[src/rtl/pcUplink_macros.svh]
`ifndef PCUPLINK_MACROS_SVH
`define PCUPLINK_MACROS_SVH

//////////////////////////////////////////////////
// word and field widths

// one word toward the PC
`define pcWordWidth 40
// payload of one word from the chip
`define bdDataWidth 34
// wall-clock time in time units
`define timeWidth 48
`define filtIdxWidth 10
`define filtStateWidth 27
`define hbEveryWidth 16

// time base, clock cycles per time unit
`define clksPerTimeUnit 4

//////////////////////////////////////////////////
// PC word layout

// fpga flag plus the five zero bits in front of BD data
`define bdPadWidth 6
// top two bits of every fpga-generated word
`define sfCode 2'b10
`define hbCode 2'b11
// filter index field, zero-extended
`define sfIdxFieldWidth 11
// heartbeat half index and time bits per half
`define hbHalfIdxWidth 14
`define hbTimeBits 24
`define hbLoHalf 14'd0
`define hbHiHalf 14'd1

`endif

[src/rtl/pcUplinkPkg.sv]
`include "pcUplink_macros.svh"

package pcUplinkPkg;

  //////////////////////////////////////////////////
  // plain vectors

  // one PC word, flag bit on top
  typedef logic [`pcWordWidth-1:0] pcWord;
  // chip payload, passed through untouched
  typedef logic [`bdDataWidth-1:0] bdData;
  // elapsed time in time units
  typedef logic [`timeWidth-1:0] timeStamp;
  // heartbeat period in time units, 0 turns heartbeats off
  typedef logic [`hbEveryWidth-1:0] hbPeriod;
  typedef logic [`filtIdxWidth-1:0] filtIdx;
  typedef logic [`filtStateWidth-1:0] filtState;

  //////////////////////////////////////////////////
  // channel beats, forward half only

  // the ack travels back as its own level
  typedef struct packed {
    logic valid;
    pcWord data;
  } pcBeat;

  typedef struct packed {
    logic valid;
    bdData data;
  } bdBeat;

  // one filtered spike event
  typedef struct packed {
    filtIdx idx;
    filtState state;
  } sfEvent;

  typedef struct packed {
    logic valid;
    sfEvent evt;
  } sfBeat;

  // heartbeat sender FSM
  typedef enum logic [1:0] {hbReady, hbSendLo, hbSendHi} hbState;

endpackage

[src/rtl/channelMerge.sv]
`timescale 1ns/10ps

module channelMerge (
  input logic clk,
  input logic reset,
  input pcUplinkPkg::pcBeat inA,
  output logic ackA,
  input pcUplinkPkg::pcBeat inB,
  output logic ackB,
  output pcUplinkPkg::pcBeat out,
  input logic outAck
);

  import pcUplinkPkg::*;

  // output register, valid and word kept apart
  logic outValid;
  pcWord outData;
  // set when A got the last slot, so B wins the next tie
  logic servedA;

  logic canTake;
  logic pickA;
  logic pickB;

  //////////////////////////////////////////////////
  // input selection

  // register is free, or its word leaves this cycle
  assign canTake = !outValid || outAck;

  // alternate on a tie, otherwise take whoever is valid
  assign pickA = inA.valid && (!inB.valid || !servedA);
  assign pickB = inB.valid && !pickA;

  // acks only when the word really lands in the register
  assign ackA = canTake && pickA;
  assign ackB = canTake && pickB;

  //////////////////////////////////////////////////
  // output register

  always_ff @(posedge clk or posedge reset) begin
    if (reset) begin
      outValid <= 1'b0;
    end else if (canTake) begin
      // empties when nothing new is offered
      outValid <= pickA || pickB;
    end
  end

  // payload moves only on a take, so it holds under back-pressure
  always_ff @(posedge clk) begin
    if (canTake && (pickA || pickB)) begin
      outData <= pickA ? inA.data : inB.data;
    end
  end

  // priority flag follows the input just served
  always_ff @(posedge clk or posedge reset) begin
    if (reset) begin
      // first input has priority after reset
      servedA <= 1'b0;
    end else if (canTake && (pickA || pickB)) begin
      servedA <= pickA;
    end
  end

  assign out.valid = outValid;
  assign out.data = outData;

endmodule

[src/rtl/heartbeatSender.sv]
`timescale 1ns/10ps
`include "pcUplink_macros.svh"

module heartbeatSender (
  input logic clk,
  input logic reset,
  input logic hbStrobe,
  input pcUplinkPkg::timeStamp elapsed,
  output pcUplinkPkg::pcBeat hbOut,
  input logic hbAck
);

  import pcUplinkPkg::*;

  hbState state;
  hbState nextState;
  // time captured on the strobe, both halves come from here
  timeStamp timeLatch;

  //////////////////////////////////////////////////
  // FSM

  always_ff @(posedge clk or posedge reset) begin
    if (reset) begin
      state <= hbReady;
    end else begin
      state <= nextState;
    end
  end

  always_comb begin
    nextState = state;
    case (state)
      // a strobe while busy is simply missed
      hbReady: if (hbStrobe) nextState = hbSendLo;
      hbSendLo: if (hbAck) nextState = hbSendHi;
      hbSendHi: if (hbAck) nextState = hbReady;
      default: nextState = hbReady;
    endcase
  end

  always_ff @(posedge clk) begin
    if (state == hbReady && hbStrobe) begin
      timeLatch <= elapsed;
    end
  end

  //////////////////////////////////////////////////
  // output word

  always_comb begin
    hbOut.valid = (state != hbReady);
    // low half first, index 0
    hbOut.data = {`hbCode, `hbLoHalf, timeLatch[`hbTimeBits-1:0]};
    if (state == hbSendHi) begin
      hbOut.data = {`hbCode, `hbHiHalf, timeLatch[`timeWidth-1:`hbTimeBits]};
    end
  end

endmodule

[src/rtl/timeMgr.sv]
`timescale 1ns/10ps
`include "pcUplink_macros.svh"

module timeMgr (
  input logic clk,
  input logic reset,
  input pcUplinkPkg::hbPeriod hbEvery,
  output pcUplinkPkg::timeStamp elapsed,
  output logic hbStrobe
);

  import pcUplinkPkg::*;

  typedef logic [$clog2(`clksPerTimeUnit)-1:0] preCount;

  // cycle count within the current time unit
  preCount prescale;
  logic unitTick;
  // units since the last heartbeat
  hbPeriod sinceHb;
  hbPeriod sinceHbNext;
  logic hbDue;

  //////////////////////////////////////////////////
  // time base

  // last cycle of a time unit
  assign unitTick = (prescale == preCount'(`clksPerTimeUnit - 1));

  always_ff @(posedge clk or posedge reset) begin
    if (reset) begin
      prescale <= '0;
      elapsed <= '0;
    end else if (unitTick) begin
      prescale <= '0;
      elapsed <= elapsed + 1'b1;
    end else begin
      prescale <= prescale + 1'b1;
    end
  end

  //////////////////////////////////////////////////
  // heartbeat strobe

  assign sinceHbNext = sinceHb + 1'b1;
  // >= also catches a period shortened mid-count
  assign hbDue = (hbEvery != '0) && (sinceHbNext >= hbEvery);

  always_ff @(posedge clk or posedge reset) begin
    if (reset) begin
      sinceHb <= '0;
    end else if (hbEvery == '0) begin
      // heartbeats off, count starts over
      sinceHb <= '0;
    end else if (unitTick) begin
      sinceHb <= hbDue ? '0 : sinceHbNext;
    end
  end

  // one cycle, aligned with the new elapsed value
  always_ff @(posedge clk or posedge reset) begin
    if (reset) begin
      hbStrobe <= 1'b0;
    end else begin
      hbStrobe <= unitTick && hbDue;
    end
  end

endmodule

[src/rtl/pcPacker.sv]
`timescale 1ns/10ps
`include "pcUplink_macros.svh"

module pcPacker (
  input logic clk,
  input logic reset,
  input pcUplinkPkg::bdBeat bdIn,
  output logic bdAck,
  input pcUplinkPkg::sfBeat sfIn,
  output logic sfAck,
  input logic hbStrobe,
  input pcUplinkPkg::timeStamp elapsed,
  output pcUplinkPkg::pcBeat pcOut,
  input logic pcAck
);

  import pcUplinkPkg::*;

  // every source reformatted to the PC word
  pcBeat bdPacked;
  logic bdPackedAck;
  pcBeat sfPacked;
  logic sfPackedAck;
  pcBeat hbPacked;
  logic hbPackedAck;

  // leaf merge output into the root
  pcBeat leafOut;
  logic leafOutAck;

  //////////////////////////////////////////////////
  // chip words

  // flag 0 and five zero bits ahead of the payload
  assign bdPacked.valid = bdIn.valid;
  assign bdPacked.data = {`bdPadWidth'(0), bdIn.data};
  assign bdAck = bdPackedAck;

  //////////////////////////////////////////////////
  // filtered spikes

  // flags 1,0 then index padded to 11 bits, then the state
  assign sfPacked.valid = sfIn.valid;
  assign sfPacked.data = {`sfCode, `sfIdxFieldWidth'(sfIn.evt.idx), sfIn.evt.state};
  assign sfAck = sfPackedAck;

  //////////////////////////////////////////////////
  // heartbeat, two words per strobe

  heartbeatSender hbSender (
    .clk(clk),
    .reset(reset),
    .hbStrobe(hbStrobe),
    .elapsed(elapsed),
    .hbOut(hbPacked),
    .hbAck(hbPackedAck)
  );

  //////////////////////////////////////////////////
  // merge tree

  // spikes and heartbeats share one leaf
  channelMerge leafMerge (
    .clk(clk),
    .reset(reset),
    .inA(sfPacked),
    .ackA(sfPackedAck),
    .inB(hbPacked),
    .ackB(hbPackedAck),
    .out(leafOut),
    .outAck(leafOutAck)
  );

  // chip words get the short path, one cycle
  channelMerge rootMerge (
    .clk(clk),
    .reset(reset),
    .inA(bdPacked),
    .ackA(bdPackedAck),
    .inB(leafOut),
    .ackB(leafOutAck),
    .out(pcOut),
    .outAck(pcAck)
  );

endmodule

[src/rtl/pcUplink.sv]
`timescale 1ns/10ps

module pcUplink (
  input logic clk,
  input logic reset,
  input pcUplinkPkg::hbPeriod hbEvery,
  input pcUplinkPkg::bdBeat bdIn,
  output logic bdAck,
  input pcUplinkPkg::sfBeat sfIn,
  output logic sfAck,
  output pcUplinkPkg::pcBeat pcOut,
  input logic pcAck
);

  import pcUplinkPkg::*;

  // wall time and heartbeat pulse into the packer
  timeStamp elapsed;
  logic hbStrobe;

  timeMgr timeMgr_i (
    .clk(clk),
    .reset(reset),
    .hbEvery(hbEvery),
    .elapsed(elapsed),
    .hbStrobe(hbStrobe)
  );

  pcPacker pcPacker_i (
    .clk(clk),
    .reset(reset),
    .bdIn(bdIn),
    .bdAck(bdAck),
    .sfIn(sfIn),
    .sfAck(sfAck),
    .hbStrobe(hbStrobe),
    .elapsed(elapsed),
    .pcOut(pcOut),
    .pcAck(pcAck)
  );

endmodule

[config.mk]
export PLATFORM = sky130hd
export DESIGN_NAME = pcUplink
export DESIGN_NICKNAME = d
export VERILOG_FILES = /design/src/rtl/pcUplinkPkg.sv /design/src/rtl/channelMerge.sv /design/src/rtl/heartbeatSender.sv /design/src/rtl/timeMgr.sv /design/src/rtl/pcPacker.sv /design/src/rtl/pcUplink.sv
export VERILOG_INCLUDE_DIRS = /design/src /design/src/rtl
export SDC_FILE = /design/constraint.sdc
export NUM_CORES = 1
export LEC_CHECK = 0
export ABC_AREA = 1
export BUFFER_PORTS_ARGS = -buffer_cell sky130_fd_sc_hd__buf_2
export CAP_MARGIN = 20
export CORE_ASPECT_RATIO = 1.75
export CORE_UTILIZATION = 35
export CTS_CLUSTER_SIZE = 8
export DETAILED_ROUTE_END_ITERATION = 7
export MAX_ROUTING_LAYER = met4
export PLACE_DENSITY = 0.5
export SETUP_SLACK_MARGIN = 0.15
export SKIP_CTS_REPAIR_TIMING = 1
export SYNTH_ARGS = -nofsm -noshare
export SYNTH_HDL_FRONTEND = slang
export SYNTH_SLANG_ARGS = --single-unit
[constraint.sdc]
create_clock -name clk -period 7.2 [get_ports clk]
set_input_delay 1.44 -clock clk [delete_from_list [all_inputs] [get_ports clk]]
set_output_delay 1.44 -clock clk [all_outputs]
set_load 0.01 [all_outputs]
; Yosys cells after proc, flatten, opt, wreduce, memory -nomap -nowiden
; Cells that the tools add are included.
[classes]
muxes = 11
n_addsub = 3
eq_ne = 6
order_cmp = 1
n_reduce_logical = 32
[op_table]
columns = operator, count
row1 = $add 48x1->48 const B, 1
row2 = $mux 16, 3
row3 = $mux 37, 1
row4 = $mux 34, 1
row5 = $mux 25, 1
row6 = $add 16x1->16 const B, 1
row7 = $ge 16x16->1, 1
row8 = $logic_not 16->1, 1
row9 = $reduce_bool 16->1, 1
row10 = $logic_and 1x1->1, 13
row11 = $mux 2, 4
row12 = $logic_not 1->1, 7
row13 = $logic_or 1x1->1, 6
row14 = $pmux 2 s3, 1
row15 = $eq 2x2->1 const B, 2
row16 = $ne 2x1->1 const B, 2
row17 = $reduce_bool 2->1, 2
row18 = $reduce_and 3->1, 1
row19 = $add 2x1->2 const B, 1
row20 = $eq 2x1->1 const B, 1
row21 = $logic_not 2->1, 1
row22 = $ne 2x2->1 const B, 1
[word_totals]
reg_bits = 201
elab_cells = 67
in_bits = 92
out_inout_bits = 43

; Depth between registers and ports, before layout
; Gate-level depths: netlist of run 1.
[logic_depth]
ltp_word = 10
mapped_depth = 15
ltp_nobuf = 14

; By module
; A second synthesis of run 1 with hierarchy kept.
[hier_totals]
hier_cells = 1134
hier_area_um2 = 10334.9
[by_module_without_submodules]
columns = module, area_per_inst_um2, cells_per_inst, seq_area_each_um2, n_inst
row1 = timeMgr, 4400.5, 587, 1676.6, 1
row2 = channelMerge, 1923.1, 192, 1251.2, 2
row3 = heartbeatSender, 2080.7, 161, 1491.4, 1
row4 = pcPacker, 7.5, 2, 0.0, 1

; Worst setup path before layout of run 1
; No wires, ideal clock.
[synth_path]
path_kind = input port to flip-flop
start = in pcAck
end = reg pcPacker_i.rootMerge.outData[0] (enable)
arrival_ns = 3.151
cell_stages = 2
n_path_buf = 0
setup_ns = 0.435
t_required_ns = 6.765
slack_ns = 3.614
path_cell_list = nor2_1 nor2_1
[synth_via]
elab_chain_len = 2
[synth_rtl]
columns = element, line_no
row1 = start: declaration, pcUplink.sv:12  ; input logic pcAck
row2 = $logic_or 1x1->1, channelMerge.sv:30  ; assign canTake = !outValid || outAck;
row3 = $logic_and 1x1->1, channelMerge.sv:54  ; if (canTake && (pickA || pickB)) begin
row4 = end signal: assignment, channelMerge.sv:55  ; outData <= pickA ? inA.data : inB.data;
row5 = end: declaration, channelMerge.sv:18  ; pcWord outData;
; No other way between the ends.
; A chain may end at the register's enable or synchronous reset.

; Worst setup path after layout of run 1
[layout_path]
start = in bdIn[34] in the netlist's numbering
end = out sfAck
[layout_via]
elab_chain_len = 6
[layout_rtl]
columns = element, line_no
row1 = start: declaration, pcUplink.sv:7  ; input pcUplinkPkg::bdBeat bdIn,
row2 = $logic_and 1x1->1, channelMerge.sv:33  ; assign pickA = inA.valid && (!inB.valid || !servedA);
row3 = $logic_not 1->1, channelMerge.sv:34  ; assign pickB = inB.valid && !pickA;
row4 = $logic_and 1x1->1, channelMerge.sv:34
row5 = $logic_and 1x1->1, channelMerge.sv:38  ; assign ackB = canTake && pickB;
row6 = $logic_or 1x1->1, channelMerge.sv:30
row7 = $logic_and 1x1->1, channelMerge.sv:37  ; assign ackA = canTake && pickA;
row8 = end: declaration, pcUplink.sv:10  ; output logic sfAck,
; No other way between the ends.

==> reports/qor.txt, run 1 <==
OUTCOME
----------------------------------------------------------------------------------------
Status .................................................................... complete, no violations

SYNTH
----------------------------------------------------------------------------------------
Library cell with the largest summed area after synthesis ................. sky130_fd_sc_hd__edfxtp_1
Post-synthesis net count ..................................................         1111
Top cells by area in the synthesized netlist .............................. sky130_fd_sc_hd__edfxtp_1, sky130_fd_sc_hd__dfrtp_1, sky130_fd_sc_hd__nand2_1, sky130_fd_sc_hd__nor2_1, sky130_fd_sc_hd__inv_1
Leading cell type by number of instances after synthesis .................. sky130_fd_sc_hd__nand2_1
Synthesized area ..........................................................  0.00948 mm²
Count of flip-flops with a built-in enable after synthesis ................          125
Most used flip-flop cell after synthesis .................................. sky130_fd_sc_hd__edfxtp_1
Mapped Avg Cell Area ......................................................     9.48 µm²
Number of flip-flops and latches in the synthesized netlist ...............          198
Sequential fraction of the synthesis area .................................        58.9%
Cell count after synthesis ................................................         1000
Post-synth top cells ...................................................... sky130_fd_sc_hd__nand2_1, sky130_fd_sc_hd__edfxtp_1, sky130_fd_sc_hd__nor2_1
Async set or reset register ratio after synthesis .........................        36.9%
Unique cell type count in the Yosys netlist ...............................           38
Number of synthesis warnings ..............................................            0
Top cell type's share of synthesized area .................................        39.6%

CLOCK NETWORK
----------------------------------------------------------------------------------------
Number of H-tree levels ...................................................            4
Clk Tree Root Cell ........................................................ sky130_fd_sc_hd__clkbuf_16
TritonCTS clock tree ......................................................         done
# clock sinks .............................................................          198
Inserted Clock Buffers ....................................................           17
Maximum buffer depth of the clock tree ....................................            2
Insertion delay of the later-clocked pin in the worst-skew pair ...........      0.45 ns
Clock transition at the registers of the reported paths ...................      0.07 ns

SETUP PATH
----------------------------------------------------------------------------------------
Internal reg-to-reg setup slack ...........................................      4.39 ns
Critical path data arrival time ...........................................      2.76 ns
Top cell family by delay on the critical path ............................. buffers and inverters
Cells on worst reg2reg path ...............................................           13
Required time worst endpoint ..............................................      5.76 ns
Cell with the largest stage delay on the worst path ....................... sky130_fd_sc_hd__o21ai_0
Crit end category .........................................................   output pin
CP Max Fanout .............................................................           38
Critical path endpoint ....................................................        sfAck
Critical Path Source Type .................................................    input pin
Critical path launch point ................................................     bdIn[34]
CP Cell Sequence .......................................................... buf_2 > nand2_1 > buf_4 > inv_1 > o21ai_0 > nand2_1 > inv_1 > buf_2
Stages on the worst setup path ............................................            8
Max stage delay on crit path ..............................................      0.37 ns
Startpoint of the most critical register-to-register path ................. timeMgr_i.sinceHb[0]$_DFFE_PP0P_
Reg2Reg Capture Point ..................................................... timeMgr_i.hbStrobe$_DFF_PP0_
Kind of critical path ..................................................... input pin to output pin
Number of buffer and inverter instances along the worst setup path ........            5

STA
----------------------------------------------------------------------------------------
Max-slew violation total from the final report ............................            0
Worst hold margin .........................................................     0.426 ns
Hold Vio Cnt, Final .......................................................            0
Tightest Pin Transition ...................................................      1.01 ns
Setup-failing EPs final ...................................................            0
Unrepaired setup endpoints after global routing ...........................        false
Worst clock skew ..........................................................   0.00865 ns
Max Clock Freq ............................................................      238 MHz
Portion of the clock cycle consumed by the worst path in the final layout .        58.3%
Post-route setup TNS ......................................................         0 ns
Minimum period implied by the final worst setup slack .....................      4.20 ns
Max-slew headroom at the worst pin ........................................        32.7%
Final critical-path setup slack ...........................................      3.00 ns

GLOBAL ROUTING
----------------------------------------------------------------------------------------
Number of global-route vias before repair .................................         6777
Pin count of the biggest net entering global routing ......................           74
Wire length of the first global-routing pass ..............................      36.9 mm
Total overflow reported by the global router ..............................            0
Combined global-route utilization of all metal layers .....................        18.5%
Number of antenna violations at the first check in global routing .........            3

WORST HOLD PATH
----------------------------------------------------------------------------------------
Class of the worst hold path .............................................. register to register
Cell depth of the worst hold path .........................................            1

PLACEMENT
----------------------------------------------------------------------------------------
Number of port buffers ....................................................          133
Worst slack at placement ..................................................      3.02 ns
Routability-driven placement congestion ratio .............................        0.889
Half-perimeter wire length after detailed placement .......................      17.8 mm
Placed Cells incl. Taps ...................................................         1436

POWER AND IR DROP
----------------------------------------------------------------------------------------
Power density relative to cell area .......................................   243 mW/mm²
Worst IR Drop VDD .........................................................       186 µV
Leakage component of the power ............................................      5.17 nW

ROUTE
----------------------------------------------------------------------------------------
Overall via count from detail_route .......................................         6911
Wirelength, routed ........................................................      23.7 mm
Via count normalized by instance count ....................................         4.69
DRC violation count after routing .........................................            0
Avg WL per Cell ...........................................................      16.1 µm
Detailed Route Iter0 Violations ...........................................          357
Post-route antenna net violation count ....................................            0
Initial DRT Pass Iterations ...............................................            4

FLOORPLANNING
----------------------------------------------------------------------------------------
Initial core utilization ..................................................        35.7%
Die area ..................................................................   0.0278 mm²
X dimension of the die ....................................................       126 µm
Core ar. ..................................................................   0.0266 mm²
Boundary pin count ........................................................          135
Number of standard-cell rows in the floorplan .............................           79
Die height ................................................................       220 µm

CELLS AND AREA
----------------------------------------------------------------------------------------
Util after Layout .........................................................        41.8%
Area overhead of the layout relative to synthesis .........................        17.2%
Fillers ...................................................................         2653
Post-layout net count .....................................................         1244
Non-filler instance count after layout ....................................         1472
Register Area .............................................................  0.00558 mm²
Share of post-route cells with drive strength above 1 .....................        18.1%
Area of the multi-input gates .............................................  0.00338 mm²

FLOW RUN
----------------------------------------------------------------------------------------
Number of max-cap violations ..............................................            0

where the power goes:
group	leakage (nW)	internal, W	switching, W
Combinational	2.64	0.000120	0.000268
Sequential	2.27	0.00136	0.0000305
Clock	0.263	0.000495	0.000427
final cells by class:
class                   count  share of cell area, %
flip-flops and latches    198                   50.2
multi-input cells         666                   30.5
repair buffers            141                   6.89
clock buffers              21                   4.15
inverters                 109                   3.68
well taps                 324                   3.65
clock inverters            11                  0.890
diodes                      2                 0.0451
worst min-delay path by stage:
stage,from,end
2_1_floorplan,timeMgr_i.prescale[0]$_DFF_PP0_,timeMgr_i.prescale[0]$_DFF_PP0_
3_3_place_gp,timeMgr_i.prescale[0]$_DFF_PP0_,timeMgr_i.prescale[0]$_DFF_PP0_
3_5_place_dp,timeMgr_i.prescale[0]$_DFF_PP0_,timeMgr_i.prescale[0]$_DFF_PP0_
4_1_cts,timeMgr_i.prescale[0]$_DFF_PP0_,timeMgr_i.prescale[0]$_DFF_PP0_
5_1_grt,timeMgr_i.prescale[0]$_DFF_PP0_,timeMgr_i.prescale[0]$_DFF_PP0_
6_report,timeMgr_i.prescale[0]$_DFF_PP0_,timeMgr_i.prescale[0]$_DFF_PP0_
kinds of logic (layout without fill, tap and decap cells):
family                     after synthesis  after routing  share of synthesized area (%)
other                                    1              3                         0.0396
xor gates and xnor gates                42             42                           3.88
AOI/OAI and AO/OA                       49             49                           3.02
buffers and inverters                  136            282                           5.63
DFF                                    198            198                           58.9
and+or+nand+nor                        555            555                           26.1
adders and majority gates               19             19                           2.51
per-layer routing:
layer,vias to the layer above,wire [µm],share of wire (%),GRT usage (%)
li1,3518,-,-,-
met1,3216,8980,38,18.6
met2,128,13100,55,34.0
met3,49,671,2.8,3.18
met4,0,1010,4.2,9.84
met5,-,0,0,-
through the flow:
step,total power (W),area (µm²)
final,0.00270,11100
after global routing,0.00283,11100
after CTS,0.00274,11000
after detailed placement,0.00181,10500
after global placement,0.00181,10500
after floorplan,0.00165,9480
state kept, by name (all words and copies together) (netlist names):
register                       cells
pcPacker_i.hbSender.timeLatch     48
timeMgr_i.elapsed                 48
pcPacker_i.rootMerge.outData      39
pcPacker_i.leafMerge.outData      38
timeMgr_i.sinceHb                 16
pcPacker_i.hbSender.state          2
timeMgr_i.prescale                 2
pcPacker_i.leafMerge.outValid      1
pcPacker_i.leafMerge.servedA       1
pcPacker_i.rootMerge.outValid      1
pcPacker_i.rootMerge.servedA       1
timeMgr_i.hbStrobe                 1
layout by cell type, fill, tap and decap left out, types with 6 or more instances in the layout:
master,count
sky130_fd_sc_hd__a21oi_1,8
sky130_fd_sc_hd__a31oi_1,24
sky130_fd_sc_hd__buf_2,133
sky130_fd_sc_hd__buf_4,6
sky130_fd_sc_hd__clkbuf_16,17
sky130_fd_sc_hd__dfrtp_1,73
sky130_fd_sc_hd__edfxtp_1,125
sky130_fd_sc_hd__ha_1,19
sky130_fd_sc_hd__inv_1,106
sky130_fd_sc_hd__nand2_1,313
sky130_fd_sc_hd__nand3_1,50
sky130_fd_sc_hd__nand4_1,32
sky130_fd_sc_hd__nor2_1,115
sky130_fd_sc_hd__nor2_2,6
sky130_fd_sc_hd__nor2_4,9
sky130_fd_sc_hd__nor3_1,6
sky130_fd_sc_hd__o21ai_0,10
sky130_fd_sc_hd__xnor2_1,15
sky130_fd_sc_hd__xor2_1,27
No activity file was read; power rests on OpenSTA's default activity.
==> run 2, diff against run 1 <==
==> constraint.sdc (replaced) <==
create_clock -name clk -period 4 [get_ports clk]
set_input_delay 0.8 -clock clk [delete_from_list [all_inputs] [get_ports clk]]
set_output_delay 0.8 -clock clk [all_outputs]
set_load 0.01 [all_outputs]
==> run 2 against run 1 <==
  * Sequential share of layout area rose by 0.11 points
  * Global-route usage rose by 0.13 points
  * Clock power rose by 75%
  * Final area fell by 0.23%
  * Hold slack got worse by 0.081 ns
  * Largest cell class unchanged
  * Critical path type is now register to register
  * Total power rose by 78%
  * Critical path depth rose by 5
  * Combinational power rose by 79%
==> reports/qor.txt, run 2 (same netlist as run 1, synthesis figures left out) <==
STA
----------------------------------------------------------------------------------------
Max-slew violation total from the final report ............................            0
Unrepaired setup endpoints after global routing ...........................        false
Portion of the clock cycle consumed by the worst path in the final layout .        68.2%
Tightest Pin Transition ...................................................     0.984 ns
Post-route setup TNS ......................................................         0 ns
Max-slew headroom at the worst pin ........................................        34.4%
Worst clock skew ..........................................................   0.00764 ns
Hold Vio Cnt, Final .......................................................            0
Max Clock Freq ............................................................      367 MHz
Setup-failing EPs final ...................................................            0
Minimum period implied by the final worst setup slack .....................      2.73 ns

CELLS AND AREA
----------------------------------------------------------------------------------------
Post-layout net count .....................................................         1244
Share of post-route cells with drive strength above 1 .....................        18.2%
Top flop regs ............................................................. pcPacker_i.hbSender.timeLatch x48, timeMgr_i.elapsed x48, pcPacker_i.rootMerge.outData x39
Fillers ...................................................................         2655
Most used cells in the layout excluding fill and tap cells ................ sky130_fd_sc_hd__nand2_1, sky130_fd_sc_hd__buf_2, sky130_fd_sc_hd__edfxtp_1
Non-filler instance count after layout ....................................         1472
Most frequent standard cell in the layout excluding fill and tap cells .... sky130_fd_sc_hd__nand2_1
Register Area .............................................................  0.00558 mm²
Area overhead of the layout relative to synthesis .........................        16.9%
Area of the multi-input gates .............................................  0.00338 mm²

FLOORPLANNING
----------------------------------------------------------------------------------------
Core ar. ..................................................................   0.0266 mm²
X dimension of the die ....................................................       126 µm
Die area ..................................................................   0.0278 mm²
Die height ................................................................       220 µm
Initial core utilization ..................................................        35.7%
Number of standard-cell rows in the floorplan .............................           79
Boundary pin count ........................................................          135

SETUP PATH
----------------------------------------------------------------------------------------
Number of buffer and inverter instances along the worst setup path ........            1
Critical Path Source Type .................................................     register
Most used cell along the critical path .................................... sky130_fd_sc_hd__nand2_1
Critical path launch point ................................................ timeMgr_i.sinceHb[0]$_DFFE_PP0P_
Top cell family by delay on the critical path ............................. simple AND/OR/NAND/NOR gates
Startpoint of the most critical register-to-register path ................. timeMgr_i.sinceHb[0]$_DFFE_PP0P_
Max stage delay on crit path ..............................................      0.47 ns
CP Max Fanout .............................................................           17
CP Cell Sequence .......................................................... ha_1 > nand2_1 > nor2_1 > xor2_1 > ha_1 > nand2_1 > inv_1 > nand2_1 > nor2_1 > nor2_1 > nand2_1 > nand2_1 > a21boi_0
Cell with the largest stage delay on the worst path ....................... sky130_fd_sc_hd__nand2_1
Crit end category .........................................................     register
Critical path data arrival time ...........................................      3.00 ns
Kind of critical path ..................................................... register to register
Required time worst endpoint ..............................................      4.27 ns

ROUTE
----------------------------------------------------------------------------------------
Post-route antenna net violation count ....................................            0
Detailed Route Iter0 Violations ...........................................          379
Initial DRT Pass Iterations ...............................................            4
Via count normalized by instance count ....................................         4.78
Top metal layer carrying routed signals ...................................         met4
Wirelength, routed ........................................................      24.2 mm
Routed length on met3 .....................................................       794 µm
Avg WL per Cell ...........................................................      16.4 µm
DRC violation count after routing .........................................            0
Overall via count from detail_route .......................................         7036
Metal1 wirelength .........................................................      8.95 mm
Routed length on met2 .....................................................      13.5 mm

WORST HOLD PATH
----------------------------------------------------------------------------------------
Class of the worst hold path .............................................. input pin to async pin

GLOBAL ROUTING
----------------------------------------------------------------------------------------
Combined global-route utilization of all metal layers .....................        18.6%
Total overflow reported by the global router ..............................            0
Number of antenna violations at the first check in global routing .........            2
Pin count of the biggest net entering global routing ......................           74
Number of global-route vias before repair .................................         6925
Wire length of the first global-routing pass ..............................      37.0 mm

CLOCK NETWORK
----------------------------------------------------------------------------------------
Inserted Clock Buffers ....................................................           17
TritonCTS clock tree ......................................................         done
# clock sinks .............................................................          198
Clk Tree Root Cell ........................................................ sky130_fd_sc_hd__clkbuf_16
Insertion delay of the later-clocked pin in the worst-skew pair ...........      0.44 ns
Number of H-tree levels ...................................................            4
Clock transition at the registers of the reported paths ...................      0.07 ns
Maximum buffer depth of the clock tree ....................................            2

PLACEMENT
----------------------------------------------------------------------------------------
Half-perimeter wire length after detailed placement .......................      18.2 mm
Placed Cells incl. Taps ...................................................         1436
Routability-driven placement congestion ratio .............................        0.883
Number of port buffers ....................................................          133

OUTCOME
----------------------------------------------------------------------------------------
Status .................................................................... complete, no violations

POWER AND IR DROP
----------------------------------------------------------------------------------------
Power density relative to cell area .......................................   434 mW/mm²
Worst IR Drop VDD .........................................................       380 µV
Leakage component of the power ............................................      5.17 nW

FLOW RUN
----------------------------------------------------------------------------------------
Number of max-cap violations ..............................................            0

run 2: area by class of cell:
cell class	instances	area share, %
sequential	198	50.4
multi-input combinational	666	30.5
timing repair buffer	141	6.84
clock buffer	22	4.19
inverter	109	3.69
tap	324	3.66
clock inverter	10	0.700
antenna	2	0.0452
run 2: power by group:
| group | internal [W] | leakage, nW | total (W) | switching, W |
|---|---|---|---|---|
| clock network | 0.000836 | 0.260 | 0.00161 | 0.000776 |
| logic | 0.000215 | 2.64 | 0.000694 | 0.000479 |
| registers | 0.00245 | 2.27 | 0.00251 | 0.0000554 |
| total | 0.00350 | 5.17 | 0.00481 | 0.00131 |
run 2: path summary, 6_finish.rpt:
path | endpoint | slack (ns) | depth (start not counted)
max in group asynchronous | timeMgr_i.elapsed[47]$_DFFE_PP0P_ | 3.06 | 4
worst min register to register | timeMgr_i.prescale[0]$_DFF_PP0_ | 0.42 | 1
worst max register to register | timeMgr_i.hbStrobe$_DFF_PP0_ | 1.27 | 13
worst min-delay path | timeMgr_i.sinceHb[8]$_DFFE_PP0P_ | 0.35 | 3
worst max-delay path | timeMgr_i.hbStrobe$_DFF_PP0_ | 1.27 | 13
min in group clk | timeMgr_i.prescale[0]$_DFF_PP0_ | 0.42 | 1
run 2: per-stage QoR:
stage	hold WS [ns]	setup WS, ns	cell area (µm²)	total power [W]	util (%)
5_1_grt	0.339	0.928	11100	0.00505	41.7
3_3_place_gp	0.413	1.32	10500	0.00325	39.4
3_5_place_dp	0.418	1.29	10500	0.00326	39.4
4_1_cts	0.427	1.25	11000	0.00488	41.5
2_1_floorplan	0.403	0.961	9480	0.00297	-
6_report	0.346	1.27	11100	0.00481	41.7
run 2: worst reg2reg max path, stage by stage, from the launching register on:
cell and delay (ns):
sky130_fd_sc_hd__dfrtp_1 0.43, sky130_fd_sc_hd__ha_1 0.21, sky130_fd_sc_hd__nand2_1 0.08, sky130_fd_sc_hd__nor2_1 0.29
sky130_fd_sc_hd__xor2_1 0.25, sky130_fd_sc_hd__ha_1 0.27, sky130_fd_sc_hd__nand2_1 0.06, sky130_fd_sc_hd__inv_1 0.05
sky130_fd_sc_hd__nand2_1 0.07, sky130_fd_sc_hd__nor2_1 0.05, sky130_fd_sc_hd__nor2_1 0.07, sky130_fd_sc_hd__nand2_1 0.06
sky130_fd_sc_hd__nand2_1 0.47, sky130_fd_sc_hd__a21boi_0 0.21
run 2: per-layer routing:
layer  track usage [%]  vias to the layer above
li1                  -                     3514
met1              18.4                     3305
met2              34.4                      172
met3              3.33                       45
met4              10.2                        0
met5                 -                        -
